File: src/verilog/matrix_pkg.sv
package matrix_pkg;

    // ==================================================
    // matrix shapes and memory addressing
    // ==================================================

    typedef logic [7:0] dim_t;
    // products and offsets wrap at this width
    typedef logic [8:0] addr_t;
    // copies kept per shape, 0 to 2
    typedef logic [1:0] copy_cnt_t;
    typedef logic [2:0] slot_idx_t;

    typedef struct packed {
        dim_t m;
        dim_t n;
    } shape_t;

    // gaps in the encoding are unsupported operations
    typedef enum logic [2:0] {
        op_transpose = 3'd0,
        op_add       = 3'd1,
        op_matmul    = 3'd3
    } op_t;

    // ledger sizing
    localparam int NUM_SLOTS  = 8;
    localparam int MAX_COPIES = 2;

endpackage

File: src/verilog/ctrl_pkg.sv
package ctrl_pkg;

    typedef enum logic [4:0] {
        idle      = 5'd0,
        store     = 5'd1,
        sel_op    = 5'd2,
        get_dim   = 5'd3,
        get_id    = 5'd4,
        execute   = 5'd5,
        wait_done = 5'd6,
        decision  = 5'd7,
        error     = 5'd8
    } state_t;

    // board led patterns
    localparam logic [7:0] LED_IDLE     = 8'b0000_0001;
    localparam logic [7:0] LED_STORE    = 8'b0000_0010;
    localparam logic [7:0] LED_CALC     = 8'b0000_1000;
    localparam logic [7:0] LED_EXEC     = 8'b0100_0000;
    localparam logic [7:0] LED_DECISION = 8'b1000_0000;
    localparam logic [7:0] LED_ERROR    = 8'b1111_1111;

    // mode select on sw[1:0]
    localparam logic [1:0] MENU_STORE = 2'b00;
    localparam logic [1:0] MENU_CALC  = 2'b10;

    // start command to the calculator
    typedef struct packed {
        matrix_pkg::op_t   op;
        matrix_pkg::addr_t op1_addr;
        matrix_pkg::addr_t op2_addr;
        matrix_pkg::addr_t res_addr;
    } calc_cmd_t;

    typedef struct packed {
        logic               commit;
        matrix_pkg::shape_t key;
    } ledger_req_t;

endpackage

File: src/verilog/shape_slot.sv
module shape_slot (
    input  logic                  clk,
    input  logic                  rst_n,
    input  ctrl_pkg::ledger_req_t i_req,
    input  logic                  i_load,
    input  logic                  i_toggle,
    input  matrix_pkg::addr_t     i_start,
    output logic                  o_match,
    output matrix_pkg::addr_t     o_start,
    output logic                  o_bank,
    output matrix_pkg::copy_cnt_t o_count
);
    import matrix_pkg::*;

    shape_t    shape_q;
    addr_t     start_q;
    logic      bank_q;
    copy_cnt_t count_q;

    // stored shape and its base address
    always_ff @(posedge clk) begin
        if (i_load) begin
            shape_q <= i_req.key;
            start_q <= i_start;
        end
    end

    always_ff @(posedge clk or negedge rst_n) begin
        if (!rst_n) begin
            bank_q  <= 1'b0;
            count_q <= '0;
        end else if (i_load) begin
            bank_q  <= 1'b1;
            count_q <= copy_cnt_t'(1);
        end else if (i_toggle) begin
            // next copy goes to the other half of the pair
            bank_q <= ~bank_q;
            if (count_q < MAX_COPIES) begin
                count_q <= count_q + 1'b1;
            end
        end
    end

    // empty slot never matches
    assign o_match = (count_q != '0) && (shape_q == i_req.key);
    assign o_start = start_q;
    assign o_bank  = bank_q;
    assign o_count = count_q;

    a_load_xor_toggle: assert property (@(posedge clk) disable iff (!rst_n)
        !(i_load && i_toggle));

endmodule

File: src/verilog/ledger_writer.sv
module ledger_writer (
    input  logic                            clk,
    input  logic                            rst_n,
    input  ctrl_pkg::ledger_req_t           i_req,
    input  logic                            i_hit,
    input  logic                            i_hit_bank,
    input  matrix_pkg::addr_t               i_hit_start,
    output logic [matrix_pkg::NUM_SLOTS-1:0] o_load,
    output logic                            o_toggle_en,
    output matrix_pkg::addr_t               o_free_ptr,
    output matrix_pkg::addr_t               o_target_addr,
    output logic [3:0]                      o_type_count
);
    import matrix_pkg::*;

    addr_t      key_size;
    addr_t      free_ptr_q;
    logic [3:0] count_q;
    slot_idx_t  load_idx;
    logic       full;
    logic       add_new;

    // words per matrix, wraps at address width
    assign key_size = addr_t'(i_req.key.m) * addr_t'(i_req.key.n);

    assign full     = (count_q == 4'(NUM_SLOTS));
    assign load_idx = slot_idx_t'(count_q);
    assign add_new  = i_req.commit && !i_hit && !full;

    // toggle is steered to the hit slot by the match vector
    assign o_toggle_en = i_req.commit && i_hit;

    always_comb begin
        o_load = '0;
        if (add_new) begin
            o_load[load_idx] = 1'b1;
        end
    end

    // ==================================================
    // target address of the next copy
    // ==================================================
    always_comb begin
        if (!i_hit) begin
            o_target_addr = free_ptr_q;
        end else if (i_hit_bank) begin
            o_target_addr = i_hit_start + key_size;
        end else begin
            o_target_addr = i_hit_start;
        end
    end

    always_ff @(posedge clk or negedge rst_n) begin
        if (!rst_n) begin
            free_ptr_q <= '0;
            count_q    <= '0;
        end else if (add_new) begin
            // room for two copies of the new shape
            free_ptr_q <= free_ptr_q + (key_size << 1);
            count_q    <= count_q + 4'd1;
        end
    end

    assign o_free_ptr   = free_ptr_q;
    assign o_type_count = count_q;

    a_count_bound: assert property (@(posedge clk) disable iff (!rst_n)
        count_q <= 4'(NUM_SLOTS));

endmodule

File: src/verilog/ledger_match.sv
module ledger_match (
    input  logic                                              clk,
    input  logic [matrix_pkg::NUM_SLOTS-1:0]                  i_match,
    input  matrix_pkg::addr_t [matrix_pkg::NUM_SLOTS-1:0]     i_start,
    input  logic [matrix_pkg::NUM_SLOTS-1:0]                  i_bank,
    input  matrix_pkg::copy_cnt_t [matrix_pkg::NUM_SLOTS-1:0] i_count,
    output logic                                              o_hit,
    output matrix_pkg::addr_t                                 o_hit_start,
    output logic                                              o_hit_bank,
    output matrix_pkg::copy_cnt_t                             o_hit_count
);
    import matrix_pkg::*;

    // shapes are unique in the ledger, so an OR picks the hit slot
    always_comb begin
        o_hit       = |i_match;
        o_hit_start = '0;
        o_hit_bank  = 1'b0;
        o_hit_count = '0;
        for (int i = 0; i < NUM_SLOTS; i++) begin
            if (i_match[i]) begin
                o_hit_start = o_hit_start | i_start[i];
                o_hit_bank  = o_hit_bank | i_bank[i];
                o_hit_count = o_hit_count | i_count[i];
            end
        end
    end

    a_unique_match: assert property (@(posedge clk) $onehot0(i_match));

endmodule

File: src/verilog/matrix_ctrl_fsm.sv
module matrix_ctrl_fsm (
    input  logic                  clk,
    input  logic                  rst_n,
    input  logic [7:0]            i_sw,
    input  logic [2:0]            i_btn,
    input  matrix_pkg::shape_t    i_dims,
    input  logic                  i_dims_valid,
    input  logic [1:0]            i_id,
    input  logic                  i_id_valid,
    input  logic                  i_rx_done,
    input  logic                  i_timeout,
    input  logic                  i_calc_done,
    input  logic                  i_hit,
    input  matrix_pkg::addr_t     i_hit_start,
    input  matrix_pkg::copy_cnt_t i_hit_count,
    input  matrix_pkg::addr_t     i_target_addr,
    output ctrl_pkg::ledger_req_t o_req,
    output logic [7:0]            o_led,
    output logic                  o_en_input,
    output logic                  o_addr_ready,
    output matrix_pkg::addr_t     o_base_addr,
    output logic                  o_start_calc,
    output ctrl_pkg::calc_cmd_t   o_calc_cmd,
    output logic                  o_logic_error
);
    import matrix_pkg::*;
    import ctrl_pkg::*;

    state_t     state_q;
    state_t     state_d;
    state_t     retry_q;
    logic [2:0] btn_s1;
    logic [2:0] btn_s2;
    logic [2:0] btn_d;
    logic [2:0] btn_rise;
    logic       confirm;
    logic       retry;
    logic       menu;
    op_t        op_q;
    op_t        sw_op;
    logic       op_ok;
    logic       stage_q;
    logic       chk_q;
    shape_t     dim_q;
    shape_t     op1_shape;
    shape_t     op2_shape;
    shape_t     res_shape;
    addr_t      op1_addr;
    addr_t      op2_addr;
    addr_t      dim_size;
    addr_t      id_addr;
    logic       id_ok;

    // ==================================================
    // buttons: 2-flop sync, then registered rising edge
    // ==================================================
    always_ff @(posedge clk or negedge rst_n) begin
        if (!rst_n) begin
            btn_s1   <= '0;
            btn_s2   <= '0;
            btn_d    <= '0;
            btn_rise <= '0;
        end else begin
            btn_s1   <= i_btn;
            btn_s2   <= btn_s1;
            btn_d    <= btn_s2;
            btn_rise <= btn_s2 & ~btn_d;
        end
    end

    assign confirm = btn_rise[0];
    assign retry   = btn_rise[1];
    assign menu    = btn_rise[2];

    assign sw_op = op_t'(i_sw[7:5]);

    always_comb begin
        case (sw_op)
            op_transpose, op_add, op_matmul: op_ok = 1'b1;
            default:                         op_ok = 1'b0;
        endcase
    end

    // predicted result shape
    always_comb begin
        case (op_q)
            op_transpose: res_shape = '{m: op1_shape.n, n: op1_shape.m};
            op_matmul:    res_shape = '{m: op1_shape.m, n: op2_shape.n};
            default:      res_shape = op1_shape;
        endcase
    end

    // ledger key follows the state
    always_comb begin
        o_req.commit = 1'b0;
        o_req.key    = dim_q;
        case (state_q)
            store: begin
                o_req.key    = i_dims;
                o_req.commit = i_dims_valid;
            end
            execute, wait_done: begin
                o_req.key    = res_shape;
                o_req.commit = (state_q == wait_done) && i_calc_done;
            end
            default: ;
        endcase
    end

    // copy id picks one half of the slot's pair
    assign dim_size = addr_t'(dim_q.m) * addr_t'(dim_q.n);
    assign id_addr  = i_hit_start + dim_size * addr_t'(i_id - 2'd1);
    assign id_ok    = (i_id != 2'd0) && (i_id <= i_hit_count);

    // ==================================================
    // next state
    // ==================================================
    always_comb begin
        state_d = state_q;
        if (menu) begin
            state_d = idle;
        end else begin
            case (state_q)
                idle: begin
                    if (confirm && i_sw[1:0] == MENU_STORE) begin
                        state_d = store;
                    end else if (confirm && i_sw[1:0] == MENU_CALC) begin
                        state_d = sel_op;
                    end
                end
                store: begin
                    if (i_timeout) begin
                        state_d = error;
                    end else if (i_rx_done) begin
                        state_d = decision;
                    end
                end
                sel_op: begin
                    if (confirm) begin
                        state_d = op_ok ? get_dim : error;
                    end
                end
                get_dim: begin
                    if (i_timeout) begin
                        state_d = error;
                    end else if (chk_q && i_hit) begin
                        state_d = get_id;
                    end
                end
                get_id: begin
                    if (i_timeout) begin
                        state_d = error;
                    end else if (i_id_valid && id_ok) begin
                        state_d = (stage_q || op_q == op_transpose) ? execute : get_dim;
                    end
                end
                execute:   state_d = wait_done;
                wait_done: begin
                    if (i_calc_done) begin
                        state_d = decision;
                    end
                end
                decision: begin
                    if (confirm) begin
                        state_d = idle;
                    end else if (retry) begin
                        state_d = retry_q;
                    end
                end
                error: begin
                    if (confirm) begin
                        state_d = idle;
                    end
                end
                default: state_d = idle;
            endcase
        end
    end

    always_ff @(posedge clk or negedge rst_n) begin
        if (!rst_n) begin
            state_q       <= idle;
            retry_q       <= idle;
            op_q          <= op_transpose;
            stage_q       <= 1'b0;
            chk_q         <= 1'b0;
            o_addr_ready  <= 1'b0;
            o_start_calc  <= 1'b0;
            o_logic_error <= 1'b0;
        end else begin
            state_q      <= state_d;
            o_addr_ready <= (state_q == store) && i_dims_valid;
            o_start_calc <= (state_q == execute);
            // lookup of the new dims settles one cycle after the strobe
            chk_q        <= (state_q == get_dim) && i_dims_valid;
            case (state_q)
                idle: begin
                    o_logic_error <= 1'b0;
                    if (state_d != idle) begin
                        retry_q <= state_d;
                    end
                end
                sel_op: begin
                    if (confirm) begin
                        op_q    <= sw_op;
                        stage_q <= 1'b0;
                    end
                end
                get_dim: begin
                    if (i_dims_valid) begin
                        o_logic_error <= 1'b0;
                    end else if (chk_q && !i_hit) begin
                        o_logic_error <= 1'b1;
                    end
                end
                get_id: begin
                    if (i_id_valid) begin
                        o_logic_error <= !id_ok;
                        stage_q       <= stage_q | id_ok;
                    end
                end
                default: ;
            endcase
        end
    end

    // operand and command payload
    always_ff @(posedge clk) begin
        if (state_q == store && i_dims_valid) begin
            o_base_addr <= i_target_addr;
        end
        if (state_q == sel_op && confirm) begin
            op2_addr <= '0;
        end
        if (state_q == get_dim && i_dims_valid) begin
            dim_q <= i_dims;
        end
        if (state_q == get_id && i_id_valid && id_ok) begin
            if (!stage_q) begin
                op1_addr  <= id_addr;
                op1_shape <= dim_q;
            end else begin
                op2_addr  <= id_addr;
                op2_shape <= dim_q;
            end
        end
        if (state_q == execute) begin
            o_calc_cmd.op       <= op_q;
            o_calc_cmd.op1_addr <= op1_addr;
            o_calc_cmd.op2_addr <= op2_addr;
            o_calc_cmd.res_addr <= i_target_addr;
        end
    end

    always_comb begin
        case (state_q)
            idle:                    o_led = LED_IDLE;
            store:                   o_led = LED_STORE;
            sel_op, get_dim, get_id: o_led = LED_CALC;
            execute, wait_done:      o_led = LED_EXEC;
            decision:                o_led = LED_DECISION;
            default:                 o_led = LED_ERROR;
        endcase
    end

    assign o_en_input = (state_q == store) || (state_q == get_dim) || (state_q == get_id);

    // a command only leaves execute with a supported operation
    a_start_from_execute: assert property (@(posedge clk) disable iff (!rst_n)
        $rose(o_start_calc) |-> ($past(state_q) == execute) &&
            (o_calc_cmd.op inside {op_transpose, op_add, op_matmul}));

endmodule

File: src/verilog/matrix_ctrl_top.sv
module matrix_ctrl_top (
    input  logic                clk,
    input  logic                rst_n,
    input  logic [7:0]          i_sw,
    input  logic [2:0]          i_btn,
    input  matrix_pkg::shape_t  i_dims,
    input  logic                i_dims_valid,
    input  logic [1:0]          i_id,
    input  logic                i_id_valid,
    input  logic                i_rx_done,
    input  logic                i_timeout,
    input  logic                i_calc_done,
    output logic [7:0]          o_led,
    output logic                o_en_input,
    output logic                o_addr_ready,
    output matrix_pkg::addr_t   o_base_addr,
    output logic                o_start_calc,
    output ctrl_pkg::calc_cmd_t o_calc_cmd,
    output logic                o_logic_error,
    output logic [3:0]          o_type_count
);
    import matrix_pkg::*;
    import ctrl_pkg::*;

    ledger_req_t                 req;
    logic [NUM_SLOTS-1:0]        slot_load;
    logic [NUM_SLOTS-1:0]        slot_match;
    logic [NUM_SLOTS-1:0]        slot_bank;
    addr_t [NUM_SLOTS-1:0]       slot_start;
    copy_cnt_t [NUM_SLOTS-1:0]   slot_count;
    logic                        toggle_en;
    logic                        hit;
    logic                        hit_bank;
    addr_t                       hit_start;
    copy_cnt_t                   hit_count;
    addr_t                       free_ptr;
    addr_t                       target_addr;

    matrix_ctrl_fsm i_fsm (
        .clk, .rst_n, .i_sw, .i_btn, .i_dims, .i_dims_valid, .i_id, .i_id_valid,
        .i_rx_done, .i_timeout, .i_calc_done,
        .i_hit         (hit),
        .i_hit_start   (hit_start),
        .i_hit_count   (hit_count),
        .i_target_addr (target_addr),
        .o_req         (req),
        .o_led, .o_en_input, .o_addr_ready, .o_base_addr, .o_start_calc,
        .o_calc_cmd, .o_logic_error
    );

    ledger_writer i_writer (
        .clk, .rst_n,
        .i_req         (req),
        .i_hit         (hit),
        .i_hit_bank    (hit_bank),
        .i_hit_start   (hit_start),
        .o_load        (slot_load),
        .o_toggle_en   (toggle_en),
        .o_free_ptr    (free_ptr),
        .o_target_addr (target_addr),
        .o_type_count
    );

    // ==================================================
    // ledger slots
    // ==================================================
    for (genvar g = 0; g < NUM_SLOTS; g++) begin : g_slot
        shape_slot i_slot (
            .clk, .rst_n,
            .i_req    (req),
            .i_load   (slot_load[g]),
            .i_toggle (toggle_en & slot_match[g]),
            .i_start  (free_ptr),
            .o_match  (slot_match[g]),
            .o_start  (slot_start[g]),
            .o_bank   (slot_bank[g]),
            .o_count  (slot_count[g])
        );
    end

    ledger_match i_match (
        .clk,
        .i_match     (slot_match),
        .i_start     (slot_start),
        .i_bank      (slot_bank),
        .i_count     (slot_count),
        .o_hit       (hit),
        .o_hit_start (hit_start),
        .o_hit_bank  (hit_bank),
        .o_hit_count (hit_count)
    );

endmodule

File: config.mk
export PLATFORM = sky130hd
export DESIGN_NAME = matrix_ctrl_top
export DESIGN_NICKNAME = d
export VERILOG_FILES = /design/src/verilog/matrix_pkg.sv /design/src/verilog/ctrl_pkg.sv /design/src/verilog/shape_slot.sv /design/src/verilog/ledger_writer.sv /design/src/verilog/ledger_match.sv /design/src/verilog/matrix_ctrl_fsm.sv /design/src/verilog/matrix_ctrl_top.sv
export SDC_FILE = /design/constraint.sdc
export NUM_CORES = 1
export LEC_CHECK = 0
export ABC_AREA = 1
export BUFFER_PORTS_ARGS = -buffer_cell sky130_fd_sc_hd__buf_2
export CAP_MARGIN = 0
export CORE_AREA = 5 5 189 191
export DETAILED_ROUTE_END_ITERATION = 8
export DIE_AREA = 0 0 194 196
export PLACE_DENSITY = 0.84
export SYNTH_ARGS = -nofsm -noshare
export SYNTH_HDL_FRONTEND = slang
export SYNTH_SLANG_ARGS = --single-unit
File: constraint.sdc
create_clock -name clk -period 15.7 [get_ports clk]
set_input_delay 0.785 -clock clk [delete_from_list [all_inputs] [get_ports clk]]
set_output_delay 0.785 -clock clk [all_outputs]
set_load 0.03 [all_outputs]
==> impl_metrics.toml <==
[run_status]
outcome = "completed"

[route]
antenna_left = 0
drtPass1Iterations = 6
num_vias = 15000
viasPerCell = 5.63
wire_per_inst_um = 18.4
drc = 0
wl_mm = 48.9
dr.first_iter.drc_count = 1481

[clocking]
clock_insertion_delay_worst_skew_ns = 0.54
cts_resized = 0
cts_root_buffer = "clkbuf_16"
cts_max_path_buffers = 3
clk_pin_slew_ns = 0.06
cts_setup_buffers = 0
htreeDepth = 2
tritoncts = "built"
cts_hold_buf = 0
cts_made_buffers = 37
clock_sinks = 355

[pwr]
pwr-share-seq = 0.274
p_leak_nw = 10.0
pwr-share-clk = 0.181
p_switching_mw = 2.11
power.total_mw = 4.69
share_comb_of_total_power = 0.545
power_density_nw_per_um2 = 215
vdd_drop_max_uv = 251
p_sw_frac = 0.450
intPower_mw = 2.58

[critical_path]
r2r_cells = 26
r2r_start = "i_fsm.op_q[1]"
cpPeakStageDelay_ns = 0.68
critPathTopFamily = "simple AND/OR/NAND/NOR gates"
crit_top_cell = "nand2_1"
worstPathRequired_ns = 15.94
arrival_ns = 8.62
worstSetupPathType = "flip-flop to flip-flop"
crit_path_start_kind = "flip-flop"
regToRegSetupSlack_ns = 7.32
critPathCaptureType = "flip-flop"
slowest_stage = "nand2_1"
path_max_fanout = 20
r2r-end = "i_fsm.o_base_addr[8]"
critPathBufInv = 4

[sta]
fin_crit_ns = 8.38
final_hold_viol_count = 0
report.final.slew_viol_count = 0
max_slew.worst_pin.slew_ns = 1.16
setup_ws_ns = 7.32
timing.final.crit_share = 0.534
finClkSkew_ns = 0.0234
fin_tns_setup_ns = 0
rsz0062_at_grt = "no"
setup_violations = 0
whs_ns = 0.354
relSlewSlack = 0.229
fmaxAchievable_mhz = 119

[synth]
ys_seq_elements = 355
synth_top_family_by_area = "simple AND/OR/NAND/NOR gates"
synth_edf_count = 280
netlist_area_um2 = 19900
synth-compound-area-share = 0.0506
synthMuxAreaShare = 0
synth-seq-area-share = 0.515
ys_async_sr_fraction = 0.186
synthSimpleGateAreaFrac = 0.215
synthXorXnorAreaFrac = 0.0317
synth_nets = 2279
yosysWarnings = 0
synth_flop_cell = "edfxtp_1"
yosysUniqueCellTypes = 52
synth_cells = 2096
synth_fa_ha_area_frac = 0.115
syn_avg_cell_area_um2 = 9.49

[die]
die_y_um = 196
start_util = 0.586
dieArea_um2 = 38000
rows = 68
core_region_area_um2 = 33900
die_w_um = 194
io_pins = 91

[grt]
grt_usage = 0.255
grt_max_degree = 67
grt_overflow = 0
grt_antenna_before_repair = 0
grt_pass1_vias = 15100
grt_pass1_wl_mm = 77.5

[worst_hold_path]
worstHoldPathCells = 0
hold_class = "flip-flop to flip-flop"
hold_path.startpoint = "i_fsm.btn_s1[0]"
hold_end = "i_fsm.btn_s2[0]"

[finish]
multi_input_area_um2 = 8210
final_cell_area_um2 = 21800
insertedDiodeCount = 0
seqCellArea_um2 = 10200
nets = 2361
layout_common_cells = "nand2_1 (546), inv_1 (290), edfxtp_1 (280), nor2_1 (195), nand3_1 (110)"
final_util = 0.643
fill_cells = 2512
drive_above_1_share = 0.0966
final_common_cell = "nand2_1"
fin_cells = 2659
syn2layout_area_growth_pct = 9.78

[place]
dp_cells = 2594
post-dp-hpwl_mm = 34.7
io_buffers = 87
gp_congestion = 0.916
placed_area_um2 = 20700
dp_slack_ns = 7.53

[flow_run]
drv_cap = 0
==> area by class of cell <==
type,instances,share of cell area
Clock buffer,48,0.0462
Timing Repair Buffer,97,0.0234
Inverter,305,0.0524
Clock inverter,17,0.00716
Multi-Input combinational cell,1382,0.376
Sequential cell,355,0.469
Tap cell,455,0.0261
==> cells by family (layout without fill, tap and decap cells) <==
family | Yosys count | in the layout
AOI/OAI and AO/OA | 175 | 175
xor gates and xnor gates | 72 | 72
adders and majority gates | 147 | 147
DFF | 355 | 355
and+or+nand+nor | 988 | 988
buffers and inverters | 359 | 467
==> layer usage <==
metal / global-route usage / part of all wire
met4: 0.113 / 0.046
met1: 0.323 / 0.38
met3: 0.0459 / 0.084
met2: 0.435 / 0.49
met5: 0 / 0
==> power groups by stage <==
stage          Combinational [mW]  Clock [mW]  Sequential [mW]
2_1_floorplan                1.84           0             1.28
3_3_place_gp                 2.36           0             1.29
3_5_place_dp                 2.49           0             1.30
4_1_cts                      2.54       0.857             1.28
5_1_grt                      2.86       0.900             1.30
6_report                     2.56       0.851             1.28
==> registers in the layout, indices dropped and copies added (netlist names), 16 cells and up <==
register / flops
g_slot.i_slot.o_count: 16
i_fsm.o_calc_cmd: 30
i_fsm.op1_shape: 16
g_slot.i_slot.o_start: 64
i_fsm.dim_q: 16
g_slot.i_slot.shape_q: 128
==> worst max path at each step <==
stage                           endpoint  cells after the start      startpoint  slack [ns]
floorplan              i_fsm.op1_addr[8]                     27  i_fsm.dim_q[8]        8.25
global placement    i_fsm.o_base_addr[8]                     26   i_fsm.op_q[1]        7.70
detailed placement  i_fsm.o_base_addr[8]                     26   i_fsm.op_q[1]        7.53
CTS                 i_fsm.o_base_addr[8]                     26   i_fsm.op_q[1]        7.40
global route        i_fsm.o_base_addr[8]                     26   i_fsm.op_q[1]        6.87
finish              i_fsm.o_base_addr[8]                     26   i_fsm.op_q[1]        7.32
==> Yosys cell counts (2+ instances only) <==
cell | number | area share
nand2_1 | 546 | 0.10
inv_1 | 290 | 0.055
edfxtp_1 | 280 | 0.42
nor2_1 | 201 | 0.038
nand3_1 | 110 | 0.028
ha_1 | 87 | 0.055
dfrtp_1 | 66 | 0.083
fa_1 | 60 | 0.060
o21ai_0 | 57 | 0.014
a21oi_1 | 53 | 0.013
xor2_1 | 45 | 0.020
nand3b_1 | 41 | 0.015
nand2_2 | 27 | 0.0085
xnor2_1 | 27 | 0.012
buf_2 | 18 | 0.0045
clkbuf_1 | 17 | 0.0032
nand4_1 | 16 | 0.0050
o21ai_1 | 15 | 0.0038
buf_4 | 12 | 0.0045
o211ai_1 | 11 | 0.0042
or2_1 | 11 | 0.0035
or2_2 | 11 | 0.0035
dfxtp_1 | 9 | 0.0091
o21bai_1 | 9 | 0.0034
o22ai_1 | 9 | 0.0028
a22o_1 | 8 | 0.0035
clkinv_1 | 8 | 0.0015
inv_2 | 7 | 0.0013
buf_6 | 6 | 0.0034
nand3_2 | 5 | 0.0025
nor3_1 | 4 | 0.0010
nor2_4 | 3 | 0.0017
nor4_1 | 3 | 0.00094
a221oi_1 | 2 | 0.00088
a31oi_1 | 2 | 0.00063
o2111ai_1 | 2 | 0.00088
or2_0 | 2 | 0.00063
or3_1 | 2 | 0.00063
(Power assumes the default switching activity.)
